[src/rename_pkg.sv]
`default_nettype none

package rename_pkg;

    localparam int unsigned NUM_ARCH_REGS = 32;
    localparam int unsigned NUM_PHYS_REGS = 64;

    typedef logic [$clog2(NUM_ARCH_REGS)-1:0] arch_reg_t; // x0..x31
    typedef logic [$clog2(NUM_PHYS_REGS)-1:0] phys_reg_t; // p0..p63
    typedef logic [31:0]                      instr_t;
    typedef logic [6:0]                       opcode_t;

    // rv32i major opcodes
    localparam opcode_t OP_LUI    = 7'b0110111;
    localparam opcode_t OP_AUIPC  = 7'b0010111;
    localparam opcode_t OP_JAL    = 7'b1101111;
    localparam opcode_t OP_JALR   = 7'b1100111;
    localparam opcode_t OP_BRANCH = 7'b1100011;
    localparam opcode_t OP_LOAD   = 7'b0000011;
    localparam opcode_t OP_STORE  = 7'b0100011;
    localparam opcode_t OP_IMM    = 7'b0010011;
    localparam opcode_t OP_REG    = 7'b0110011;
    localparam opcode_t OP_SYSTEM = 7'b1110011;

    // 18 bits, decoder to rename stage
    typedef struct packed {
        arch_reg_t rd;
        arch_reg_t rs1;
        arch_reg_t rs2;
        logic      writes_rd; // never set for x0
        logic      uses_rs1;
        logic      uses_rs2;
    } decoded_op_t;

    // 25 bits, unused tags are zero
    typedef struct packed {
        phys_reg_t prd;
        phys_reg_t old_prd;   // displaced mapping, freed at commit
        phys_reg_t prs1;
        phys_reg_t prs2;
        logic      writes_rd;
    } renamed_op_t;

endpackage

`default_nettype wire
[src/rename_top.sv]
`timescale 1ns/10ps
`default_nettype none

module rename_top
#(
    parameter int FREE_DEPTH   = 32, // phys minus arch regs
    parameter int RETIRE_DEPTH = 32
)
(
    input  logic                    clk,
    input  logic                    rst,
    input  logic                    instr_valid,
    input  rename_pkg::instr_t      instr,
    input  logic                    commit_valid,
    output logic                    rename_valid,
    output logic                    rename_drop,
    output rename_pkg::renamed_op_t rename_op,
    output logic                    commit_underflow
);
    import rename_pkg::*;

    decoded_op_t dec;
    logic        alloc_req;
    phys_reg_t   free_tag;
    logic        free_empty;
    logic        push_valid;
    phys_reg_t   push_tag;
    logic        release_valid;
    phys_reg_t   release_tag;

    rename_decode u_decode
    (
        .instr (instr),
        .dec   (dec)
    );

    rename_unit u_rename
    (
        .clk          (clk),
        .rst          (rst),
        .instr_valid  (instr_valid),
        .dec          (dec),
        .alloc_req    (alloc_req),
        .free_tag     (free_tag),
        .free_empty   (free_empty),
        .push_valid   (push_valid),
        .push_tag     (push_tag),
        .rename_valid (rename_valid),
        .rename_drop  (rename_drop),
        .rename_op    (rename_op)
    );

    free_list #(.QUEUE_DEPTH(FREE_DEPTH)) u_free
    (
        .clk           (clk),
        .rst           (rst),
        .alloc_req     (alloc_req),
        .free_tag      (free_tag),
        .free_empty    (free_empty),
        .release_valid (release_valid), // back from retire, one cycle late
        .release_tag   (release_tag)
    );

    retire_queue #(.DEPTH(RETIRE_DEPTH)) u_retire
    (
        .clk              (clk),
        .rst              (rst),
        .push_valid       (push_valid),
        .push_tag         (push_tag),
        .commit_valid     (commit_valid),
        .release_valid    (release_valid),
        .release_tag      (release_tag),
        .commit_underflow (commit_underflow)
    );

endmodule

`default_nettype wire

[src/retire_queue.sv]
`timescale 1ns/10ps
`default_nettype none

module retire_queue
#(
    parameter int DEPTH = 32
)
(
    input  logic                  clk,
    input  logic                  rst,
    input  logic                  push_valid,
    input  rename_pkg::phys_reg_t push_tag,
    input  logic                  commit_valid,
    output logic                  release_valid,    // one cycle after commit
    output rename_pkg::phys_reg_t release_tag,
    output logic                  commit_underflow
);
    import rename_pkg::*;

    localparam int AW = $clog2(DEPTH);

    typedef logic [AW:0] ptr_t; // wrap bit on top

    ptr_t      head;
    ptr_t      tail;
    phys_reg_t mem [DEPTH];
    logic      empty;
    logic      full;
    logic      do_push;
    logic      do_pop;

    assign empty   = (head == tail);
    assign full    = (head[AW-1:0] == tail[AW-1:0]) && (head[AW] != tail[AW]);
    assign do_push = push_valid && !full;
    assign do_pop  = commit_valid && !empty; // commit on empty is ignored

    always_ff @(posedge clk)
    begin
        if (rst)
        begin
            head             <= '0;
            tail             <= '0;
            release_valid    <= 1'b0;
            commit_underflow <= 1'b0;
        end
        else
        begin
            if (do_push)
                tail <= tail + 1'b1;
            if (do_pop)
                head <= head + 1'b1;
            release_valid    <= do_pop;
            commit_underflow <= commit_valid && empty;
        end
    end

    always_ff @(posedge clk)
    begin
        if (do_push)
            mem[tail[AW-1:0]] <= push_tag;
        release_tag <= mem[head[AW-1:0]]; // oldest entry, used when release_valid
    end

    a_no_push_full: assert property (@(posedge clk) disable iff (rst)
        push_valid |-> !full);

endmodule

`default_nettype wire

[src/rename_unit.sv]
`timescale 1ns/10ps
`default_nettype none

module rename_unit
(
    input  logic                    clk,
    input  logic                    rst,
    input  logic                    instr_valid,
    input  rename_pkg::decoded_op_t dec,
    output logic                    alloc_req,
    input  rename_pkg::phys_reg_t   free_tag,
    input  logic                    free_empty,
    output logic                    push_valid,   // displaced tag to retire queue
    output rename_pkg::phys_reg_t   push_tag,
    output logic                    rename_valid,
    output logic                    rename_drop,
    output rename_pkg::renamed_op_t rename_op
);
    import rename_pkg::*;

    phys_reg_t   map_rs1;
    phys_reg_t   map_rs2;
    phys_reg_t   map_rd;   // mapping about to be displaced
    logic        needs_tag;
    logic        drop;
    renamed_op_t op_next;

    rename_table u_table
    (
        .clk     (clk),
        .rst     (rst),
        .rs1     (dec.rs1),
        .rs2     (dec.rs2),
        .rd      (dec.rd),
        .prs1    (map_rs1),
        .prs2    (map_rs2),
        .old_prd (map_rd),
        .wr_en   (alloc_req),   // map moves only on a real allocation
        .wr_arch (dec.rd),
        .wr_phys (free_tag)
    );

    assign needs_tag = instr_valid && dec.writes_rd;
    assign alloc_req = needs_tag && !free_empty;
    assign drop      = needs_tag && free_empty; // no stall, op is lost

    assign push_valid = alloc_req;
    assign push_tag   = map_rd;

    always_comb
    begin
        op_next.writes_rd = alloc_req;
        op_next.prd       = alloc_req ? free_tag : '0;
        op_next.old_prd   = alloc_req ? map_rd : '0;
        op_next.prs1      = dec.uses_rs1 ? map_rs1 : '0; // unused source reads as p0
        op_next.prs2      = dec.uses_rs2 ? map_rs2 : '0;
    end

    always_ff @(posedge clk)
    begin
        if (rst)
        begin
            rename_valid <= 1'b0;
            rename_drop  <= 1'b0;
        end
        else
        begin
            rename_valid <= instr_valid && !drop;
            rename_drop  <= drop;
        end
    end

    always_ff @(posedge clk)
    begin
        rename_op <= op_next; // payload, qualified by rename_valid
    end

endmodule

`default_nettype wire

[src/rename_table.sv]
`timescale 1ns/10ps
`default_nettype none

module rename_table
(
    input  logic                  clk,
    input  logic                  rst,
    input  rename_pkg::arch_reg_t rs1,
    input  rename_pkg::arch_reg_t rs2,
    input  rename_pkg::arch_reg_t rd,
    output rename_pkg::phys_reg_t prs1,
    output rename_pkg::phys_reg_t prs2,
    output rename_pkg::phys_reg_t old_prd,
    input  logic                  wr_en,
    input  rename_pkg::arch_reg_t wr_arch,
    input  rename_pkg::phys_reg_t wr_phys
);
    import rename_pkg::*;

    phys_reg_t map [NUM_ARCH_REGS]; // speculative arch -> phys

    always_ff @(posedge clk)
    begin
        if (rst)
        begin
            // identity map, xi -> pi
            for (int i = 0; i < NUM_ARCH_REGS; i++)
            begin
                map[i] <= phys_reg_t'(i);
            end
        end
        else if (wr_en && (wr_arch != '0))
        begin
            map[wr_arch] <= wr_phys; // seen by readers from next cycle
        end
    end

    // x0 reads as p0 whatever the entry holds
    assign prs1    = (rs1 == '0) ? '0 : map[rs1];
    assign prs2    = (rs2 == '0) ? '0 : map[rs2];
    assign old_prd = (rd  == '0) ? '0 : map[rd];

    // decode must have cleared writes_rd for x0
    a_no_write_x0: assert property (@(posedge clk) disable iff (rst)
        wr_en |-> wr_arch != '0);

endmodule

`default_nettype wire

[src/free_list.sv]
`timescale 1ns/10ps
`default_nettype none

module free_list
#(
    parameter int QUEUE_DEPTH = 32
)
(
    input  logic                 clk,
    input  logic                 rst,
    input  logic                 alloc_req,     // pop head
    output rename_pkg::phys_reg_t free_tag,
    output logic                 free_empty,
    input  logic                 release_valid, // push at tail
    input  rename_pkg::phys_reg_t release_tag
);
    import rename_pkg::*;

    localparam int AW = $clog2(QUEUE_DEPTH);

    typedef logic [AW:0] ptr_t; // msb is the wrap bit

    ptr_t      head;
    ptr_t      tail;
    phys_reg_t mem [QUEUE_DEPTH];
    logic      empty;
    logic      full;
    logic      do_pop;

    // same index, wrap bits tell full from empty
    assign empty = (head == tail);
    assign full  = (head[AW-1:0] == tail[AW-1:0]) && (head[AW] != tail[AW]);

    assign do_pop     = alloc_req && !empty;
    assign free_tag   = mem[head[AW-1:0]]; // head entry visible with no latency
    assign free_empty = empty;

    always_ff @(posedge clk)
    begin
        if (rst)
        begin
            head <= '0;
            tail <= {1'b1, {AW{1'b0}}}; // starts full
        end
        else
        begin
            if (do_pop)
                head <= head + 1'b1;
            if (release_valid)
                tail <= tail + 1'b1;   // pop and push can share a cycle
        end
    end

    // preload p32 upward, the tags not in the reset map
    always_ff @(posedge clk)
    begin
        if (rst)
        begin
            for (int i = 0; i < QUEUE_DEPTH; i++)
            begin
                mem[i] <= phys_reg_t'(NUM_ARCH_REGS + i);
            end
        end
        else if (release_valid)
            mem[tail[AW-1:0]] <= release_tag;
    end

    // tag count is conserved, so a release never meets a full list
    a_no_push_full: assert property (@(posedge clk) disable iff (rst)
        release_valid |-> !full);
    a_no_pop_empty: assert property (@(posedge clk) disable iff (rst)
        alloc_req |-> !empty);
    // p0 belongs to x0 forever
    a_no_free_p0: assert property (@(posedge clk) disable iff (rst)
        release_valid |-> release_tag != '0);

endmodule

`default_nettype wire

[src/rename_decode.sv]
`timescale 1ns/10ps
`default_nettype none

module rename_decode
(
    input  rename_pkg::instr_t      instr,
    output rename_pkg::decoded_op_t dec
);
    import rename_pkg::*;

    opcode_t    opcode;
    logic [2:0] funct3;
    logic       has_rd; // format has an rd field that is written

    assign opcode = instr[6:0];
    assign funct3 = instr[14:12];

    always_comb
    begin
        // register fields sit at fixed positions in every format
        dec.rd       = instr[11:7];
        dec.rs1      = instr[19:15];
        dec.rs2      = instr[24:20];
        has_rd       = 1'b0;
        dec.uses_rs1 = 1'b0;
        dec.uses_rs2 = 1'b0;
        case (opcode)
            OP_REG:
            begin
                has_rd       = 1'b1;
                dec.uses_rs1 = 1'b1;
                dec.uses_rs2 = 1'b1;
            end
            OP_IMM, OP_LOAD, OP_JALR:
            begin
                has_rd       = 1'b1;
                dec.uses_rs1 = 1'b1;
            end
            OP_STORE, OP_BRANCH:
            begin
                dec.uses_rs1 = 1'b1; // base / compare operands
                dec.uses_rs2 = 1'b1;
            end
            OP_LUI, OP_AUIPC, OP_JAL:
                has_rd = 1'b1;      // no register sources
            OP_SYSTEM:
            begin
                has_rd       = (funct3 != 3'b000); // csr ops only, ecall/ebreak none
                dec.uses_rs1 = (funct3 != 3'b000) && !funct3[2]; // csrxxi uses uimm
            end
            default: ;              // fence and unknown, no regs
        endcase
        dec.writes_rd = has_rd && (dec.rd != '0); // x0 writes are discarded
    end

endmodule

`default_nettype wire

[config.mk]
export PLATFORM = sky130hd
export DESIGN_NAME = rename_top
export DESIGN_NICKNAME = d
export VERILOG_FILES = /design/src/rename_pkg.sv /design/src/rename_top.sv /design/src/retire_queue.sv /design/src/rename_unit.sv /design/src/rename_table.sv /design/src/free_list.sv /design/src/rename_decode.sv
export SDC_FILE = /design/constraint.sdc
export NUM_CORES = 1
export LEC_CHECK = 0
export BUFFER_PORTS_ARGS = -buffer_cell sky130_fd_sc_hd__buf_2
export CELL_PAD_IN_SITES_DETAIL_PLACEMENT = 0
export CELL_PAD_IN_SITES_GLOBAL_PLACEMENT = 1
export CORE_MARGIN = 1
export CORE_UTILIZATION = 58
export DETAILED_ROUTE_END_ITERATION = 8
export PLACE_DENSITY_LB_ADDON = 0.08
export RECOVER_POWER = 100
export SYNTH_ARGS = -nofsm -noshare
export SYNTH_HDL_FRONTEND = slang
export SYNTH_SLANG_ARGS = --single-unit
[constraint.sdc]
create_clock -name clk -period 6.15 [get_ports clk]
set_clock_uncertainty 0.2 [all_clocks]
set_input_delay 0.615 -clock clk [delete_from_list [all_inputs] [get_ports clk]]
set_output_delay 0.615 -clock clk [all_outputs]
set_load 0.02 [all_outputs]
# Word level (Yosys, flattened, before mapping)

Memories as Yosys holds them, arrays and structs flattened. A register that Yosys moved wholly into a read port is not among the register bits.
Index checks and enable logic that the tools add are counted.

Add/sub/neg operators: 4
$mul: 0
Div/mod/pow operators: 0
$lt $le $gt $ge: 0
Equality and inequality tests: 14
Shift-type cells: 0
Multiplexer cells: 22
Bitwise operators: 2
Reduce and logical (&&, ||, !) cells: 29

Operators by type and width:

| kind                  | number |
|---|---|
| $eq A7 B7 Y1 const B  | 4 |
| $add A6 B1 Y6 const B | 4 |
| $eq A7 B6 Y1 const B  | 3 |
| $mux W5               | 4 |
| $mux W6               | 3 |
| $reduce_or A6 Y1      | 3 |
| $logic_not A5 Y1      | 3 |
| $eq A7 B5 Y1 const B  | 2 |
| $mux W1               | 13 |
| $eq A6 B6 Y1          | 2 |
| $logic_and A1 B1 Y1   | 12 |
| $eq A7 B2 Y1 const B  | 1 |
| $reduce_or A7 Y1      | 1 |
| $eq A5 B5 Y1          | 1 |
| $logic_not A1 Y1      | 5 |
| $reduce_bool A5 Y1    | 1 |
| $pmux W1 S2           | 2 |
| $reduce_or A2 Y1      | 2 |
| $reduce_bool A3 Y1    | 1 |
| $reduce_or A3 Y1      | 1 |
| $not A1 Y1            | 2 |
| $ne A1 B1 Y1          | 1 |

Register bits: 41
Latch bits: 0
Bits in writable memories: 576
ROM bits: 0
Input port bits: 36
Output and inout bits: 28
Logic and storage cells: 85
Memories: 3

Memory list:

| name                 | depth | bits a word | read ports | clocked after Yosys merged registers in | wr ports | RTL line           | text |
|---|---|---|---|---|---|---|---|
| u_free.mem           | 32    | 6           | 1          | 1                                       | 32       | free_list.sv:25    | `phys_reg_t mem [QUEUE_DEPTH];` |
| u_rename.u_table.map | 32    | 6           | 3          | 2                                       | 32       | rename_table.sv:20 | `phys_reg_t map [NUM_ARCH_REGS];` |
| u_retire.mem         | 32    | 6           | 1          | 1                                       | 1        | retire_queue.sv:26 | `phys_reg_t mem [DEPTH];` |

# Longest topological paths before layout

Gate-level depths: netlist of run 1.

Word-level depth: 12
Mapped depth: 8
Gate-level depth less buffers: 6

# Modules after synthesis

From an unflattened synthesis of run 1, not the netlist that was laid out.

Cells, all modules: 2165
Area, all modules: 31453.9 µm²

By module, submodules not included:

| module        | times used | cells an instance | area each (µm²) |
|---|---|---|---|
| rename_table  | 1          | 922               | 12319.3 |
| free_list     | 1          | 668               | 9624.2 |
| retire_queue  | 1          | 487               | 8513.2 |
| rename_unit   | 1          | 57                | 768.2 |
| rename_decode | 1          | 31                | 229.0 |

# Worst setup path after synthesis of run 1

OpenSTA, ideal clock, no wires.

Kind: in2reg
From: input instr[8]
To: memory u_retire.mem[0][2] (netlist bit), data pin
Setup time: 0.403 ns
Arrival: 2.912 ns
Required time: 5.547 ns
Path slack: 2.635 ns
Cell stages on the path: 6
Cells stage by stage: buf_2 -> buf_1 -> clkbuf_1 -> mux4_2 -> a22oi_1 -> a31oi_1

Longest elaborated chain between the ends: 2
Elaborated cells on any way between the ends: 3
Classes of those cells: 1 x mux; 1 x reduce/logical; 1 x memory

RTL lines:

| item                                                      | RTL line           | text |
|---|---|---|
| start, declared                                           | rename_top.sv:13   | `input rename_pkg::instr_t instr,` |
| $mem_v2 Z32 W6 / $logic_not A5 Y1 (equally long branches) | --                 |  |
| $mux W6 *                                                 | rename_table.sv:41 | `assign old_prd = (rd == '0) ? '0 : map[rd];` |
| net push_tag[2]                                           | rename_top.sv:27   | `phys_reg_t push_tag;` |
| end, declared                                             | retire_queue.sv:26 |  |

The timed path passes the listed nets; every way through them passes the cells marked *.

==> run summary, run 1 <==
Diode count: 0
Worst Setup Path Type: input port to flip-flop
CTS tree: yes
Area leader, netlist: edfxtp_1
CTS clock-pin slew for the worst setup and hold paths: 0.06 ns
Num CTS Buffers: 69
Post-placement cell area: 31,800 µm²
Area growth, synth to finish: 9.49%
Startpoint Class: input port
Post-Syn Instances: 2,021
Post-Synth Simple-Gate Area: 11.4%
Die X: 233 µm
CTS max path bufs: 3
Post-synthesis xor/xnor area fraction: 0.564%
Fin crit share: 79.8%
Initial antenna violation count: 0
Root Driver: clkbuf_16
Chip height: 233 µm
TritonRoute pass-1 iters: 9
Routability Congestion: 0.897
Tot GR Track Use: 31.2%
Vias: 19,100
RSZ-0062 raised after global routing: no
Synth area leaders: edfxtp_1 (56%), mux4_2 (18%), dfxtp_1 (4.1%)
Design area: 34,000 µm²
Gr ovfl total: 0
Min Tclk post-route: 4.91 ns
Largest family of logic cells by synthesized area: multiplexers
Number of enable flip-flop cells after synthesis: 576
Final Hold Viols: 0
Top-count cell post-synth: edfxtp_1
CTS H-tree lvls: 3
Synthesized area: 31,000 µm²
Per-cell routed wire length: 30.2 µm
Main synth FF type: edfxtp_1
Crit-path max FO: 28
Synth Area in Adders: 0.403%
PD cells: 286 nW/µm²
Hold Startpoint: commit_valid
I/O Buffers: 56
Synth cell types: 60
CP required: 6.25 ns
CP startpoint: instr[8]
Final setup violation count: 0
Post-CTS setup buffer count: 0
Fillcell total: 3,758
Number of max-slew violations in the final report: 482
Top cells by count, synth: edfxtp_1 (576), mux4_2 (254), clkbuf_1 (154)
Syn Area/Cell: 15.4 µm²
Proportion of layout cells with a drive suffix above 1: 23.1%
Worst reg2reg path startpoint: u_retire.head[2]$_SDFFE_PP0P_
Crit path capture type: flip-flop
Max-cap violations: 13
ANT nets after route: 0
Power, Total: 9.70 mW
Global-route wire length before repair: 122 mm
Vias per cell: 7.01
Share of the synthesized area in the top cell type: 55.7%
Ys Warns: 0
Fmax: 0.204 GHz
Row count: 84
I/O Pins: 64
Critical path arrival: 5.01 ns
Largest net degree at the start of global routing: 85
Die area: 54,400 µm²
DRC Markers: 8
#FFs+latches synth: 640
Vias in the first global route: 18,900
DPL Wire Length: 51.6 mm
Initial drt markers: 2,364
Post-CTS sizing: 0
Outcome: finished with violations
Initial Util: 58.8%
Fin Setup TNS: 0 ns
Nets@finish: 2,029
Post-synthesis mux area share: 20.8%
Slew @ Worst Pin: 2.52 ns
Worst hold-check path type: input port to flip-flop
Utilization after layout: 64.4%
Synth Area in Compound Gates: 3.73%
CTS Sinks: 640
Skew-Pair Late Insertion Delay: 0.60 ns
Seq/Total Area, Yosys: 59.9%
Asr flop ratio synth: 0%
Leakage: 10.0 nW
Worst hold slack: 0.102 ns
Final WL: 82.3 mm
Failing checks: design-rule violations, max-capacitance violations, max-slew violations
Relative slew slack: -68.0%
Worst VDD drop: 0.286 mV
Post-CTS Hold Fix Bufs: 0
Core ar.: 52,800 µm²
-- worst max-delay path, cell delays in order --
cell and delay [ns]:
clkbuf_1 0.98, clkbuf_1 1.33, nand3b_1 0.87, buf_4 0.49, nor3_4 0.14, buf_4 0.42, nand3_1 0.13
-- power by group --
| part | internal [mW] | total, mW | switching [mW] |
|---|---|---|---|
| sequential | 4.82 | 4.86 | 0.0366 |
| combinational | 0.226 | 0.680 | 0.454 |
| clock | 2.44 | 4.17 | 1.72 |
| total | 7.49 | 9.70 | 2.21 |
-- through the flow --
stage	worst slack [ns]	std cells
2_1_floorplan	2.64	2026
3_3_place_gp	2.12	2600
3_5_place_dp	2.10	2600
4_1_cts	2.37	2728
5_1_grt	1.13	2728
6_report	1.24	2728
-- registers in the layout (all words and copies together) (netlist names), 25 cells and up, named ones only --
| register | flops |
|---|---|
| u_free.mem | 192 |
| u_rename.rename_op | 25 |
| u_rename.u_table.map | 192 |
| u_retire.mem | 192 |
-- per-layer routing --
metal	track usage (%)	share of wire, %	up-vias
met5	0	0	-
met4	13.9	4.8	0
met3	4.85	8.5	206
met2	51.0	49	1038
met1	41.7	38	9753
li1	-	-	8113
-- layout by cell type (no fill, tap or decap), types with 28 or more instances in the layout --
cell	instances
nand4_1	49
clkbuf_16	71
edfxtp_1	576
nand3_1	52
dfxtp_1	61
a221oi_1	28
mux2i_1	49
clkbuf_1	52
nor3_1	79
buf_4	34
nand2_1	59
or3_1	65
and3_1	28
mux4_2	254
nor2_1	82
nor4_1	82
-- cells by family (layout without fill, tap and decap cells) --
group,Yosys count,after routing
simple gates,637,637
fa+ha+maj,10,10
compound gates,150,150
xor+xnor,20,20
mux,321,321
other cells,1,6
buf+inv,242,256
flops,640,640
-- final timing paths --
check,endpoint,slack [ns],depth (start not counted)
max,u_rename.u_table.map[27][4]$_SDFFCE_PN1P_,1.24,7
min,u_retire.commit_underflow$_SDFF_PP0_,0.10,3
max reg2reg,u_retire.mem[27][5]$_DFFE_PP_,1.90,5
min reg2reg,u_retire.head[5]$_SDFFE_PP0P_,0.31,2
-- final cells by class --
class | count | area, µm² | share of cell area (%)
clock inverters | 39 | 342 | 1.01
multi-input cells | 1144 | 11600 | 34.1
repair buffers | 104 | 567 | 1.67
clock buffers | 89 | 1930 | 5.69
flip-flops and latches | 640 | 18600 | 54.7
well taps | 688 | 861 | 2.53
inverters | 24 | 90.1 | 0.265
(Power assumes the default switching activity.)
==> run 2: changes to the inputs <==
--- a/config.mk
+++ b/config.mk
@@ -9,7 +9,7 @@
 export CELL_PAD_IN_SITES_DETAIL_PLACEMENT = 0
 export CELL_PAD_IN_SITES_GLOBAL_PLACEMENT = 1
 export CORE_MARGIN = 1
-export CORE_UTILIZATION = 58
+export CORE_UTILIZATION = 49
 export DETAILED_ROUTE_END_ITERATION = 8
 export PLACE_DENSITY_LB_ADDON = 0.08
 export RECOVER_POWER = 100
==> constraint.sdc (replaced) <==
create_clock -name clk -period 4.5 [get_ports clk]
set_clock_uncertainty 0.2 [all_clocks]
set_input_delay 0.45 -clock clk [delete_from_list [all_inputs] [get_ports clk]]
set_output_delay 0.45 -clock clk [all_outputs]
set_load 0.02 [all_outputs]
==> run summary, run 2 (synthesis gave the netlist of run 1 again) <==
Outcome: finished with violations
Failing checks: max-capacitance violations, max-slew violations
Hold Crit Depth: 2
CTS tree: yes
Global-route wire length before repair: 127 mm
Number of max-slew violations in the final report: 345
CTS H-tree lvls: 3
Fin crit share: 86.0%
Met3 WL post-DR: 5.68 mm
I/O Pins: 64
Most common cell after layout, fill and taps aside: edfxtp_1
Cell count of the worst reg-to-reg path: 6
Slew @ Worst Pin: 2.21 ns
Chip height: 254 µm
TritonRoute pass-1 iters: 7
Worst Setup Path Type: input port to flip-flop
Critical path arrival: 3.83 ns
Vias in the first global route: 19,100
Largest net degree at the start of global routing: 85
DPL Wire Length: 55.0 mm
I/O Buffers: 56
Vias per cell: 6.51
Gr ovfl total: 0
Routability Congestion: 0.863
CTS Sinks: 640
Initial Util: 49.9%
CP Cell Sequence: clkbuf_2 -> nor3b_1 -> buf_4 -> a22oi_1 -> a31oi_2
Crit-path max FO: 33
Fillcell total: 5,052
Initial drt markers: 1,713
CP required: 4.45 ns
ANT nets after route: 0
CTS max path bufs: 3
Final WL: 85.2 mm
Utilization after layout: 55.1%
Final setup violation count: 0
Relative slew slack: -47.6%
Tot GR Track Use: 27.2%
Row count: 91
Worst VDD drop: 0.327 mV
Die area: 64,300 µm²
Met2 wire length: 42.4 mm
Startpoint Class: input port
CTS clock-pin slew for the worst setup and hold paths: 0.06 ns
Skew-Pair Late Insertion Delay: 0.62 ns
Crit path max-delay cell type: a31oi_2
Proportion of layout cells with a drive suffix above 1: 23.6%
Crit path capture type: flip-flop
Vias: 18,900
Fin Setup TNS: 0 ns
Initial antenna violation count: 1
Num CTS Buffers: 70
Highest routed layer: met5
Final Hold Viols: 0
Design area: 34,200 µm²
Routed length on met1: 33.6 mm
RSZ-0062 raised after global routing: no
Power, Total: 13.1 mW
Fmax: 0.258 GHz
Root Driver: clkbuf_16
Top flop regs: u_free.mem x192, u_rename.u_table.map x192, u_retire.mem x192
Post-CTS setup buffer count: 0
Max stage delay on crit path: 1.45 ns
Multi-input logic area: 11,500 µm²
DRC Markers: 0
Area growth, synth to finish: 10.3%
Leakage: 10.1 nW
Worst hold-check path type: input port to flip-flop
Per-cell routed wire length: 29.4 µm
Core ar.: 62,200 µm²
Min Tclk post-route: 3.87 ns
Commonest cells after routing, fill and taps aside: edfxtp_1 (576), mux4_2 (254), nor2_1 (82), nor4_1 (82), nor3_1 (78)
FF/Latch Area: 18,600 µm²
Nets@finish: 2,052
Max-cap violations: 10
PD cells: 384 nW/µm²
Post-placement cell area: 32,200 µm²
Die X: 254 µm
==> run 2: power breakdown <==
group	leakage (nW)	internal, mW	total [mW]	switching [mW]
Combinational	3.48	0.311	0.934	0.624
Clock	1.07	3.15	5.55	2.40
Sequential	5.53	6.59	6.65	0.0543
Total	10.1	10.1	13.1	3.08
==> run 2: area by class of cell <==
type                            count  area share (%)
Inverter                           24           0.263
Multi-Input combinational cell   1144            33.7
Antenna cell                        1         0.00731
Sequential cell                   640            54.3
Tap cell                          837            3.06
Clock inverter                     36           0.921
Timing Repair Buffer              126            2.29
Clock buffer                       89            5.48
==> run 2: final timing paths <==
kind	from	endpoint	slack, ns
setup / recovery	instr[11]	u_retire.mem[15][2]$_DFFE_PP_	0.63
hold reg to reg	u_retire.head[5]$_SDFFE_PP0P_	u_retire.head[5]$_SDFFE_PP0P_	0.30
hold / removal	rst	u_free.tail[0]$_SDFFE_PP0P_	0.15
setup reg to reg	flip-flop	u_rename.u_table.map[29][3]$_SDFFCE_PN1P_	0.76
==> run 2: per-layer routing <==
metal	vias to the layer above	track usage, %
met4	2	10.1
met5	-	0
met3	168	3.77
met2	781	45.8
met1	9744	36.1
li1	8160	-
==> run 2: metrics by stage <==
step                hold WS (ns)  setup slack [ns]  cells
floorplan                  0.270              1.15   2026
global placement           0.282             0.907   2768
detailed placement         0.293             0.851   2768
CTS                        0.107              1.07   2896
global route               0.139             0.485   2896
finish                     0.147             0.628   2897
==> run 2: repair_timing <==
item | 4_1_cts | 5_1_grt
resized for setup | 0 | 0
hold buffers | 3 | 0
hold endpoints to repair | 3 | 0
==> run 2: worst max-delay path, delay by kind of cell <==
family / cells / cell delay [ns]
compound gates: 2 / 1.64
simple gates: 1 / 0.98
buf+inv: 2 / 0.71
